<file path="src/bilinear_consts.svh">
// Bilinear warp constants
`ifndef BILINEAR_CONSTS_SVH
`define BILINEAR_CONSTS_SVH

//////////////////////////////
// frame geometry
//////////////////////////////

// frame width in pixels, kept even so both column banks match
`define BX_WIDTH 16
// frame height in lines
`define BX_HEIGHT 8

// buffered lines as a power of two (2 -> four lines)
`define BX_LINES_POW2 2

// first input row/col at which the output raster may start
`define BX_PIPE_ROW 2
`define BX_PIPE_COL 0

//////////////////////////////
// number formats
//////////////////////////////

// fraction bits of mapped coordinates and blend weights
`define BX_PRECISION 8
// unsigned pixel width
`define BX_PIXEL_BITS 8
// signed row/col width
`define BX_COORD_BITS 16
// integer bits of a matrix coefficient, sign included
`define BX_COEF_INT_BITS 11

`endif

</file>
<file path="src/bilinear_pkg.sv">
// Bilinear warp types
`include "bilinear_consts.svh"

package bilinear_pkg;

    //////////////////////////////
    // data types
    //////////////////////////////

    // unsigned pixel sample
    typedef logic [`BX_PIXEL_BITS-1:0] pixel_t;

    // signed row or column, negative values come out of the mapper
    typedef logic signed [`BX_COORD_BITS-1:0] coord_t;

    // fraction part of a mapped coordinate, also the blend weight
    typedef logic [`BX_PRECISION-1:0] frac_t;

    // matrix coefficient, signed fixed point with PRECISION fraction bits
    typedef logic signed [`BX_COEF_INT_BITS+`BX_PRECISION-1:0] coef_t;

    //////////////////////////////
    // coordinate driver FSM
    //////////////////////////////

    // fill   waiting for enough lines in the buffer
    // run    one output coordinate per valid input
    // flush  input frame done, one output coordinate per cycle
    typedef enum logic [1:0] {
        DRV_FILL  = 2'd0,
        DRV_RUN   = 2'd1,
        DRV_FLUSH = 2'd2
    } drv_state_e;

endpackage

</file>
<file path="src/bilinear_interp.sv">
// Bilinear interpolation pipeline
`timescale 1ns/1ns
`include "bilinear_consts.svh"

module bilinear_interp (
    input  logic                  clk,
    input  logic                  rst_n_i,
    input  bilinear_pkg::coord_t  row_i,
    input  bilinear_pkg::coord_t  col_i,
    input  bilinear_pkg::coord_t  row_int_i,
    input  bilinear_pkg::coord_t  col_int_i,
    input  bilinear_pkg::frac_t   row_frac_i,
    input  bilinear_pkg::frac_t   col_frac_i,
    input  logic                  valid_i,
    input  bilinear_pkg::pixel_t  q11_i,
    input  bilinear_pkg::pixel_t  q21_i,
    input  bilinear_pkg::pixel_t  q12_i,
    input  bilinear_pkg::pixel_t  q22_i,
    output bilinear_pkg::coord_t  req_row_o,
    output bilinear_pkg::coord_t  req_col_o,
    output bilinear_pkg::pixel_t  pixel_o,
    output bilinear_pkg::coord_t  row_o,
    output bilinear_pkg::coord_t  col_o,
    output logic                  valid_o
);
    // room for pixel << precision plus a signed weighted difference
    localparam int ACC_BITS = `BX_PIXEL_BITS + `BX_PRECISION + 4;

    // stage 0 request, stage 1 buffer data, stage 2 top/bot
    bilinear_pkg::coord_t row_pipe [3];
    bilinear_pkg::coord_t col_pipe [3];
    logic                 valid_pipe [3];
    // column weight needed at stage 1, row weight at stage 2
    bilinear_pkg::frac_t  xf_pipe [2];
    bilinear_pkg::frac_t  yf_pipe [3];

    bilinear_pkg::pixel_t top_d;
    bilinear_pkg::pixel_t bot_d;
    bilinear_pkg::pixel_t top_q;
    bilinear_pkg::pixel_t bot_q;

    // a + floor(w * (b - a) / 2^precision), stays within [a, b]
    function automatic bilinear_pkg::pixel_t lerp(input bilinear_pkg::pixel_t a,
                                                  input bilinear_pkg::pixel_t b,
                                                  input bilinear_pkg::frac_t  w);
        logic signed [ACC_BITS-1:0] a_x;
        logic signed [ACC_BITS-1:0] b_x;
        logic signed [ACC_BITS-1:0] w_x;
        logic signed [ACC_BITS-1:0] acc;
        a_x = ACC_BITS'(a);
        b_x = ACC_BITS'(b);
        w_x = ACC_BITS'(w);
        acc = (a_x <<< `BX_PRECISION) + w_x * (b_x - a_x);
        return acc[`BX_PRECISION +: `BX_PIXEL_BITS];
    endfunction

    //////////////////////////////
    // horizontal blends
    //////////////////////////////
    assign top_d = lerp(q11_i, q21_i, xf_pipe[1]);
    assign bot_d = lerp(q12_i, q22_i, xf_pipe[1]);

    always_ff @(posedge clk) begin
        if (!rst_n_i) begin
            valid_pipe[0] <= 1'b0;
            valid_pipe[1] <= 1'b0;
            valid_pipe[2] <= 1'b0;
        end else begin
            valid_pipe[0] <= valid_i;
            valid_pipe[1] <= valid_pipe[0];
            valid_pipe[2] <= valid_pipe[1];
        end
        // stage 0, integer parts become the buffer request
        req_row_o   <= row_int_i;
        req_col_o   <= col_int_i;
        row_pipe[0] <= row_i;
        col_pipe[0] <= col_i;
        xf_pipe[0]  <= col_frac_i;
        yf_pipe[0]  <= row_frac_i;
        // stage 1, buffer read in flight
        row_pipe[1] <= row_pipe[0];
        col_pipe[1] <= col_pipe[0];
        xf_pipe[1]  <= xf_pipe[0];
        yf_pipe[1]  <= yf_pipe[0];
        // stage 2, neighbours arrived and top/bot captured
        row_pipe[2] <= row_pipe[1];
        col_pipe[2] <= col_pipe[1];
        yf_pipe[2]  <= yf_pipe[1];
        top_q       <= top_d;
        bot_q       <= bot_d;
    end

    // vertical blend straight to the output
    assign pixel_o = lerp(top_q, bot_q, yf_pipe[2]);
    assign row_o   = row_pipe[2];
    assign col_o   = col_pipe[2];
    assign valid_o = valid_pipe[2];

endmodule

</file>
<file path="src/bilinear_xform.sv">
// Bilinear warp engine top
`timescale 1ns/1ns

module bilinear_xform (
    input  logic                  clk,
    input  logic                  rst_n_i,
    input  bilinear_pkg::pixel_t  in_pixel_i,
    input  bilinear_pkg::coord_t  in_row_i,
    input  bilinear_pkg::coord_t  in_col_i,
    input  logic                  in_valid_i,
    input  bilinear_pkg::coef_t   matrix_i [6],
    output bilinear_pkg::pixel_t  out_pixel_o,
    output bilinear_pkg::coord_t  out_row_o,
    output bilinear_pkg::coord_t  out_col_o,
    output logic                  out_valid_o
);
    // driver to mapper
    bilinear_pkg::coord_t drv_row;
    bilinear_pkg::coord_t drv_col;
    logic                 drv_valid;

    // mapper to interpolator
    bilinear_pkg::coord_t map_row;
    bilinear_pkg::coord_t map_col;
    bilinear_pkg::coord_t map_row_int;
    bilinear_pkg::coord_t map_col_int;
    bilinear_pkg::frac_t  map_row_frac;
    bilinear_pkg::frac_t  map_col_frac;
    logic                 map_valid;

    // interpolator to and from the buffer
    bilinear_pkg::coord_t req_row;
    bilinear_pkg::coord_t req_col;
    bilinear_pkg::pixel_t q11;
    bilinear_pkg::pixel_t q21;
    bilinear_pkg::pixel_t q12;
    bilinear_pkg::pixel_t q22;

    coord_driver u_driver (
        .clk        (clk),
        .rst_n_i    (rst_n_i),
        .in_row_i   (in_row_i),
        .in_col_i   (in_col_i),
        .in_valid_i (in_valid_i),
        .row_o      (drv_row),
        .col_o      (drv_col),
        .valid_o    (drv_valid)
    );

    reverse_mapper u_mapper (
        .clk        (clk),
        .rst_n_i    (rst_n_i),
        .row_i      (drv_row),
        .col_i      (drv_col),
        .valid_i    (drv_valid),
        .matrix_i   (matrix_i),
        .row_o      (map_row),
        .col_o      (map_col),
        .row_int_o  (map_row_int),
        .col_int_o  (map_col_int),
        .row_frac_o (map_row_frac),
        .col_frac_o (map_col_frac),
        .valid_o    (map_valid)
    );

    // three cycles, request, buffer read, top/bot
    bilinear_interp u_interp (
        .clk        (clk),
        .rst_n_i    (rst_n_i),
        .row_i      (map_row),
        .col_i      (map_col),
        .row_int_i  (map_row_int),
        .col_int_i  (map_col_int),
        .row_frac_i (map_row_frac),
        .col_frac_i (map_col_frac),
        .valid_i    (map_valid),
        .q11_i      (q11),
        .q21_i      (q21),
        .q12_i      (q12),
        .q22_i      (q22),
        .req_row_o  (req_row),
        .req_col_o  (req_col),
        .pixel_o    (out_pixel_o),
        .row_o      (out_row_o),
        .col_o      (out_col_o),
        .valid_o    (out_valid_o)
    );

    line_buffer u_buffer (
        .clk        (clk),
        .wr_pixel_i (in_pixel_i),
        .wr_row_i   (in_row_i),
        .wr_col_i   (in_col_i),
        .wr_valid_i (in_valid_i),
        .req_row_i  (req_row),
        .req_col_i  (req_col),
        .q11_o      (q11),
        .q21_o      (q21),
        .q12_o      (q12),
        .q22_o      (q22)
    );

endmodule

</file>
<file path="src/coord_driver.sv">
// Output raster coordinate driver
`timescale 1ns/1ns
`include "bilinear_consts.svh"

module coord_driver (
    input  logic                  clk,
    input  logic                  rst_n_i,
    input  bilinear_pkg::coord_t  in_row_i,
    input  bilinear_pkg::coord_t  in_col_i,
    input  logic                  in_valid_i,
    output bilinear_pkg::coord_t  row_o,
    output bilinear_pkg::coord_t  col_o,
    output logic                  valid_o
);
    bilinear_pkg::drv_state_e state_q;
    bilinear_pkg::drv_state_e state_d;
    bilinear_pkg::coord_t     row_q;
    bilinear_pkg::coord_t     row_d;
    bilinear_pkg::coord_t     col_q;
    bilinear_pkg::coord_t     col_d;

    logic issue;
    logic pipe_full;
    logic last_in;
    logic last_out;

    // enough lines stored once input reaches the start point
    assign pipe_full = in_valid_i && (in_row_i >= `BX_PIPE_ROW) && (in_col_i >= `BX_PIPE_COL);
    // final pixel of the input frame
    assign last_in = in_valid_i && (in_row_i == `BX_HEIGHT - 1) && (in_col_i == `BX_WIDTH - 1);
    // final coordinate of the output raster
    assign last_out = (row_q == `BX_HEIGHT - 1) && (col_q == `BX_WIDTH - 1);

    always_comb begin
        state_d = state_q;
        row_d   = row_q;
        col_d   = col_q;
        issue   = 1'b0;
        case (state_q)
            bilinear_pkg::DRV_FILL: begin
                if (pipe_full) begin
                    state_d = bilinear_pkg::DRV_RUN;
                end
            end
            bilinear_pkg::DRV_RUN: begin
                // locked to the input pixel rate
                issue = in_valid_i;
                if (last_in) begin
                    state_d = bilinear_pkg::DRV_FLUSH;
                end
            end
            bilinear_pkg::DRV_FLUSH: begin
                issue = 1'b1;
            end
            default: begin
                state_d = bilinear_pkg::DRV_FILL;
            end
        endcase
        // raster advance on each issued coordinate
        if (issue) begin
            if (col_q == `BX_WIDTH - 1) begin
                col_d = '0;
                row_d = row_q + bilinear_pkg::coord_t'(1);
            end else begin
                col_d = col_q + bilinear_pkg::coord_t'(1);
            end
            // raster complete, wrap and wait for the next frame
            if (last_out) begin
                row_d   = '0;
                col_d   = '0;
                state_d = bilinear_pkg::DRV_FILL;
            end
        end
    end

    always_ff @(posedge clk) begin
        if (!rst_n_i) begin
            state_q <= bilinear_pkg::DRV_FILL;
            row_q   <= '0;
            col_q   <= '0;
        end else begin
            state_q <= state_d;
            row_q   <= row_d;
            col_q   <= col_d;
        end
    end

    assign row_o   = row_q;
    assign col_o   = col_q;
    assign valid_o = issue;

endmodule

</file>
<file path="src/line_buffer.sv">
// Four-bank line buffer
`timescale 1ns/1ns
`include "bilinear_consts.svh"

module line_buffer (
    input  logic                  clk,
    input  bilinear_pkg::pixel_t  wr_pixel_i,
    input  bilinear_pkg::coord_t  wr_row_i,
    input  bilinear_pkg::coord_t  wr_col_i,
    input  logic                  wr_valid_i,
    input  bilinear_pkg::coord_t  req_row_i,
    input  bilinear_pkg::coord_t  req_col_i,
    output bilinear_pkg::pixel_t  q11_o,
    output bilinear_pkg::pixel_t  q21_o,
    output bilinear_pkg::pixel_t  q12_o,
    output bilinear_pkg::pixel_t  q22_o
);
    // banks indexed {row[0], col[0]}: 0 even/even, 1 even/odd, 2 odd/even, 3 odd/odd
    localparam int BANK_COLS  = `BX_WIDTH / 2;
    localparam int LINE_PAIRS = (1 << `BX_LINES_POW2) / 2;
    localparam int DEPTH      = BANK_COLS * LINE_PAIRS;
    localparam int ADDR_BITS  = $clog2(DEPTH);

    bilinear_pkg::pixel_t mem [4][DEPTH];
    bilinear_pkg::pixel_t rd_data [4];
    logic [ADDR_BITS-1:0] rd_addr [4];

    // neighbour order 0 q11, 1 q21, 2 q12, 3 q22
    bilinear_pkg::coord_t nb_row [4];
    bilinear_pkg::coord_t nb_col [4];
    logic [1:0] sel_d [4];
    logic [1:0] sel_q [4];
    logic       inb_d [4];
    logic       inb_q [4];
    bilinear_pkg::pixel_t q [4];

    logic [1:0]           wr_bank;
    logic [ADDR_BITS-1:0] wr_addr;

    // bank of a coordinate from row/col parity
    function automatic logic [1:0] bank_sel(input bilinear_pkg::coord_t row,
                                            input bilinear_pkg::coord_t col);
        return {row[0], col[0]};
    endfunction

    // line pair within the ring times bank row length, plus column halved
    function automatic logic [ADDR_BITS-1:0] bank_addr(input bilinear_pkg::coord_t row,
                                                       input bilinear_pkg::coord_t col);
        int pair;
        int half;
        pair = int'(row[`BX_LINES_POW2-1:1]);
        half = int'(col[`BX_COORD_BITS-1:1]);
        return ADDR_BITS'(pair * BANK_COLS + half);
    endfunction

    function automatic logic in_frame(input bilinear_pkg::coord_t row,
                                      input bilinear_pkg::coord_t col);
        return (row >= 0) && (row < `BX_HEIGHT) && (col >= 0) && (col < `BX_WIDTH);
    endfunction

    //////////////////////////////
    // write side
    //////////////////////////////
    assign wr_bank = bank_sel(wr_row_i, wr_col_i);
    assign wr_addr = bank_addr(wr_row_i, wr_col_i);

    //////////////////////////////
    // read address steering
    //////////////////////////////
    always_comb begin
        nb_row[0] = req_row_i;
        nb_col[0] = req_col_i;
        nb_row[1] = req_row_i;
        nb_col[1] = req_col_i + bilinear_pkg::coord_t'(1);
        nb_row[2] = req_row_i + bilinear_pkg::coord_t'(1);
        nb_col[2] = req_col_i;
        nb_row[3] = nb_row[2];
        nb_col[3] = nb_col[1];
        for (int b = 0; b < 4; b++) begin
            rd_addr[b] = '0;
        end
        // the four neighbours always land in four different banks
        for (int n = 0; n < 4; n++) begin
            sel_d[n] = bank_sel(nb_row[n], nb_col[n]);
            rd_addr[sel_d[n]] = bank_addr(nb_row[n], nb_col[n]);
            // an out-of-frame anchor zeroes all four
            inb_d[n] = in_frame(nb_row[n], nb_col[n]) && in_frame(req_row_i, req_col_i);
        end
    end

    always_ff @(posedge clk) begin
        if (wr_valid_i) begin
            mem[wr_bank][wr_addr] <= wr_pixel_i;
        end
        for (int b = 0; b < 4; b++) begin
            rd_data[b] <= mem[b][rd_addr[b]];
            sel_q[b]   <= sel_d[b];
            inb_q[b]   <= inb_d[b];
        end
    end

    // back to neighbour order, masked by the registered bounds flags
    always_comb begin
        for (int n = 0; n < 4; n++) begin
            q[n] = inb_q[n] ? rd_data[sel_q[n]] : '0;
        end
    end

    assign q11_o = q[0];
    assign q21_o = q[1];
    assign q12_o = q[2];
    assign q22_o = q[3];

endmodule

</file>
<file path="src/reverse_mapper.sv">
// Affine reverse mapper
`timescale 1ns/1ns
`include "bilinear_consts.svh"

module reverse_mapper (
    input  logic                  clk,
    input  logic                  rst_n_i,
    input  bilinear_pkg::coord_t  row_i,
    input  bilinear_pkg::coord_t  col_i,
    input  logic                  valid_i,
    input  bilinear_pkg::coef_t   matrix_i [6],
    output bilinear_pkg::coord_t  row_o,
    output bilinear_pkg::coord_t  col_o,
    output bilinear_pkg::coord_t  row_int_o,
    output bilinear_pkg::coord_t  col_int_o,
    output bilinear_pkg::frac_t   row_frac_o,
    output bilinear_pkg::frac_t   col_frac_o,
    output logic                  valid_o
);
    // coordinates enter the multipliers as 11-bit signed, range -1024..1023
    localparam int MAP_COORD_BITS = 11;
    localparam int COEF_BITS      = `BX_COEF_INT_BITS + `BX_PRECISION;
    // product plus headroom for the three-term sum
    localparam int SUM_BITS       = COEF_BITS + MAP_COORD_BITS + 2;

    logic signed [MAP_COORD_BITS-1:0] row_s;
    logic signed [MAP_COORD_BITS-1:0] col_s;
    logic signed [SUM_BITS-1:0]       row_x;
    logic signed [SUM_BITS-1:0]       col_x;
    logic signed [SUM_BITS-1:0]       m_x [6];
    logic signed [SUM_BITS-1:0]       row_sum;
    logic signed [SUM_BITS-1:0]       col_sum;

    assign row_s = row_i[MAP_COORD_BITS-1:0];
    assign col_s = col_i[MAP_COORD_BITS-1:0];

    //////////////////////////////
    // affine sums
    //////////////////////////////
    always_comb begin
        // sign extend everything to the sum width first
        row_x = SUM_BITS'(row_s);
        col_x = SUM_BITS'(col_s);
        for (int k = 0; k < 6; k++) begin
            m_x[k] = SUM_BITS'(matrix_i[k]);
        end
        // source col = m00*col + m01*row + m02
        col_sum = m_x[0] * col_x + m_x[1] * row_x + m_x[2];
        // source row = m10*col + m11*row + m12
        row_sum = m_x[3] * col_x + m_x[4] * row_x + m_x[5];
    end

    // two's complement split gives a floored integer part
    always_ff @(posedge clk) begin
        if (!rst_n_i) begin
            valid_o <= 1'b0;
        end else begin
            valid_o <= valid_i;
        end
        row_o      <= row_i;
        col_o      <= col_i;
        row_int_o  <= row_sum[`BX_PRECISION +: `BX_COORD_BITS];
        col_int_o  <= col_sum[`BX_PRECISION +: `BX_COORD_BITS];
        row_frac_o <= row_sum[`BX_PRECISION-1:0];
        col_frac_o <= col_sum[`BX_PRECISION-1:0];
    end

endmodule

</file>
<file path="config.mk">
export PLATFORM = sky130hd
export DESIGN_NAME = bilinear_xform
export DESIGN_NICKNAME = d
export VERILOG_FILES = /design/src/bilinear_pkg.sv /design/src/bilinear_interp.sv /design/src/bilinear_xform.sv /design/src/coord_driver.sv /design/src/line_buffer.sv /design/src/reverse_mapper.sv
export VERILOG_INCLUDE_DIRS = /design/src /design/src/src
export SDC_FILE = /design/constraint.sdc
export NUM_CORES = 2
export LEC_CHECK = 0
export ABC_AREA = 1
export BUFFER_PORTS_ARGS = -buffer_cell sky130_fd_sc_hd__buf_2
export CORE_UTILIZATION = 60
export CTS_BUF_LIST = sky130_fd_sc_hd__clkbuf_8
export DETAILED_ROUTE_END_ITERATION = 12
export PLACE_DENSITY = 0.75
export SYNTH_ARGS = -nofsm -noshare
export SYNTH_HDL_FRONTEND = slang
export SYNTH_SLANG_ARGS = --single-unit
</file>
<file path="constraint.sdc">
create_clock -name clk -period 7.22 [get_ports clk]
set_input_delay 0 -clock clk [delete_from_list [all_inputs] [get_ports clk]]
set_output_delay 0 -clock clk [all_outputs]
set_load 0.05 [all_outputs]
</file>
==> metrics.md <==
| Metric | Value |
|---|---|
| Number of vias after detailed routing | 47.62k |
| Most common library cells after synthesis | 1739 x inv_1, 1732 x nand2_1, 884 x fa_1 |
| Detailed-route DRC error count | 0 |
| Core Area | 110500 um^2 |
| Total Wirelength | 157.4 mm |
| Accumulated negative setup slack | 0 ns |
| Count of mapped cells out of synthesis | 7260 |
| Number of pins exceeding their max-slew limit in the final report | 0 |
| Largest net degree at the start of global routing | 99 |
| Largest cells by area after synthesis | fa_1 26%, edfxtp_1 23%, dfxtp_1 10%, inv_1 9.8%, nand2_1 9.7% |
| Synthesized Nets | 8653 |
| Number of enable-type register cells in the synthesized netlist | 512 |
| Chip width | 335.7 um |
| Cell Count Post-Placement | 8696 |
| H-Tree Depth | 4 |
| Leading area contributor after synthesis | fa_1 |
| Layout Cells excl Fill | 8993 |
| # setup viols final | 0 |
| Critical path data arrival time | 6.90 ns |
| First-pass GRT wire length | 252.7 mm |
| Clock Root Buffer | clkbuf_8 |
| Number of cell rows | 122 |
| #FFs+latches synth | 854 |
| I/O pin count | 198 |
| TritonCTS Buffers | 137 |
| Crit start category | flip-flop |
| Count leader, synth | inv_1 |
| Async S/R FF share, synth | 0% |
| Cell area after synthesis | 66820 um^2 |
| Initial antenna violation count | 23 |
| Buffers from clock root to sink, at most | 3 |
| Die height | 335.7 um |
| Final Critical Period | 6.901 ns |
| Fin. Hold Viols | 0 |
| Reported max-cap violation count | 0 |
| Die Footprint | 112700 um^2 |
| Transition at the pin with the smallest max-transition slack | 1.280 ns |
| Layout Area Growth over Synthesis | 7.998% |
| Share of cells above drive strength 1 | 7.416% |
| Post-synthesis sequential area ratio | 33.26% |
| DP Wirelength | 119.1 mm |
| Final critical-path share of the clock period | 95.59% |
| Util after Layout | 65.30% |
| Slowest cell on crit path | fa_1 |
| Proportion of netlist area held by the largest area contributor | 26.48% |
| Path class of the lowest-slack min-delay path | in -> reg |
| Critical path start-end classification | reg -> out |
| Number of inserted filler cells in the final layout | 8808 |
| Worst Slack Setup Final | 0.3187 ns |
| CTS tree | built |
| Number of nets in the final layout | 8780 |
| Biggest fanout along the worst timing path | 5 |
| Worst-case headroom to the max-slew limit | 14.66% |
| Skew final | 0.06724 ns |
| Number of distinct library cells after synthesis | 64 |
| Global route total overflow | 0 |
| Stage delay of the slowest cell on the critical path | 0.49 ns |
| Critical path data required time | 7.22 ns |
| Per-cell via count in the routed design | 5.295 |
| Number of search-and-repair iterations in the first detailed-routing pass | 6 |
| Critical path capture point type | output pin |
| Via count of the first global-routing pass | 48.25k |
| Run status | complete, no violations |
| DR iter-0 viols | 3927 |
| Initial cell density of the core | 60.46% |
| IO Port Bufs | 197 |
| Tot GR Track Use | 28.78% |
| Clock edge transition at the registers on the reported setup and hold paths | 0.07 ns |
| Count of warnings emitted by yosys | 0 |
| Final RePlAce weighted congestion | 0.9304 |
| Highest clock frequency the design can meet | 144.9 MHz |
| Wirelength per Cell | 17.50 um |
| Primary FF master, synth | edfxtp_1 |
| Avg Cell Area, Syn | 9.204 um^2 |
| VDD IR-drop max | 0.0001917 V |
| Number of clock sinks seen by CTS | 854 |
| Antenna viol nets, final | 0 |
| Standby leakage power | 36.09 nW |
| Clock latency of the later-clocked register in the worst-skew pair | 0.84 ns |
| Worst Setup Slack post-DPL | 0.5099 ns |
| Pwr Density | 150.9 nW/um^2 |
-- worst max-delay path, delay by kind of cell, from the launching register on --
family | cells | cell delay [ns]
flops | 1 | 0.36
buf+inv | 6 | 0.60
fa+ha+maj | 7 | 2.86
simple gates | 4 | 0.34
xor+xnor | 2 | 0.51
compound gates | 9 | 1.43
-- layout by cell type (no fill, tap or decap), types with 12 or more instances in the layout --
cell type,n
nand3_1,122
ha_1,350
dlygate4sd3_1,37
a31oi_1,49
buf_4,77
clkbuf_8,154
edfxtp_1,512
nor2_1,328
and2_1,32
clkinv_1,19
xnor2_1,57
nand4_1,27
a21oi_1,153
xor2_1,71
inv_1,1781
dfxtp_1,330
o21ai_0,182
or2_2,28
fa_1,884
nand2_1,1731
o211ai_1,159
clkinv_2,15
buf_2,194
dfxtp_2,12
nor4_1,13
nor3_1,26
-- registers in the layout, summed over array words and instances, names as in the netlist, 16 cells and up --
signal and cells:
u_interp.req_row_o 16, u_mapper.row_int_o 16, u_buffer.mem 512, u_mapper.col_o 16, u_interp.yf_pipe 24, u_interp.xf_pipe 16, u_driver.row_o 16, u_driver.col_o 16
u_interp.row_pipe 48, u_interp.col_pipe 48, u_buffer.rd_data 32, u_mapper.col_int_o 16, u_mapper.row_o 16, u_interp.req_col_o 16
-- layout make-up --
class	count	area, um^2	share of cell area (%)
multi-input combinational	4330	36590	50.70
sequential	854	22240	30.81
inverter	1749	6568	9.101
clock buffer	154	2120	2.937
timing repair buffer	315	2051	2.842
tap	1488	1862	2.580
clock inverter	95	721.9	1.000
antenna	8	20.02	0.02774
-- metrics by stage --
stage / instance area, um^2 / total power, mW / hold WS (ns)
finish: 72160 / 10.89 / 0.08845
global route: 72160 / 11.31 / 0.1222
CTS: 72080 / 10.96 / 0.002275
detailed placement: 68860 / 6.679 / 0.3061
global placement: 68860 / 6.654 / 0.3081
floorplan: 66820 / 6.225 / 0.09345
-- path summary, 6_finish.rpt --
kind	end	startpoint	slack, ns	cells past startpoint
setup / recovery	out_pixel_o[4]	u_interp.top_q[2]	0.32	28
hold / removal	u_mapper.col_frac_o[2]	matrix_i[95]	0.09	6
setup reg to reg	u_mapper.col_int_o[14]	u_driver.col_o[3]	0.42	20
hold reg to reg	u_interp.req_col_o[11]	u_mapper.col_int_o[11]	0.30	0
-- where the power goes --
part / internal (mW) / total, mW / switching (mW)
clock: 2.24 / 4.28 / 2.05
sequential: 5.29 / 5.39 / 0.0947
combinational: 0.356 / 1.22 / 0.868
total: 7.88 / 10.9 / 3.01
-- cell families after synthesis --
group	synth area share, %
compound gates	5.464
xor+xnor	1.846
fa+ha+maj	33.08
buf+inv	12.10
flops	33.26
mux	0.1198
simple gates	14.13
-- per-layer routing --
layer	vias to the layer above	share of wire (%)	wire length, um	global-route usage (%)
li1	22120	-	-	-
met1	23320	42	65460	39.73
met2	1834	47	74340	46.13
met3	317	8.2	12890	5.013
met4	22	2.9	4576	9.987
met5	-	0.087	137	0
-- repair_timing --
action / CTS / global route
hold endpoints to repair: 670 / 0
hold buffers: 37 / 0
gates resized for setup: 2 / 15
buffers inserted: 0 / 3
endpoints found under the setup margin: 2 / 9
pin swaps: 0 / 2
(Power assumes the default switching activity.)
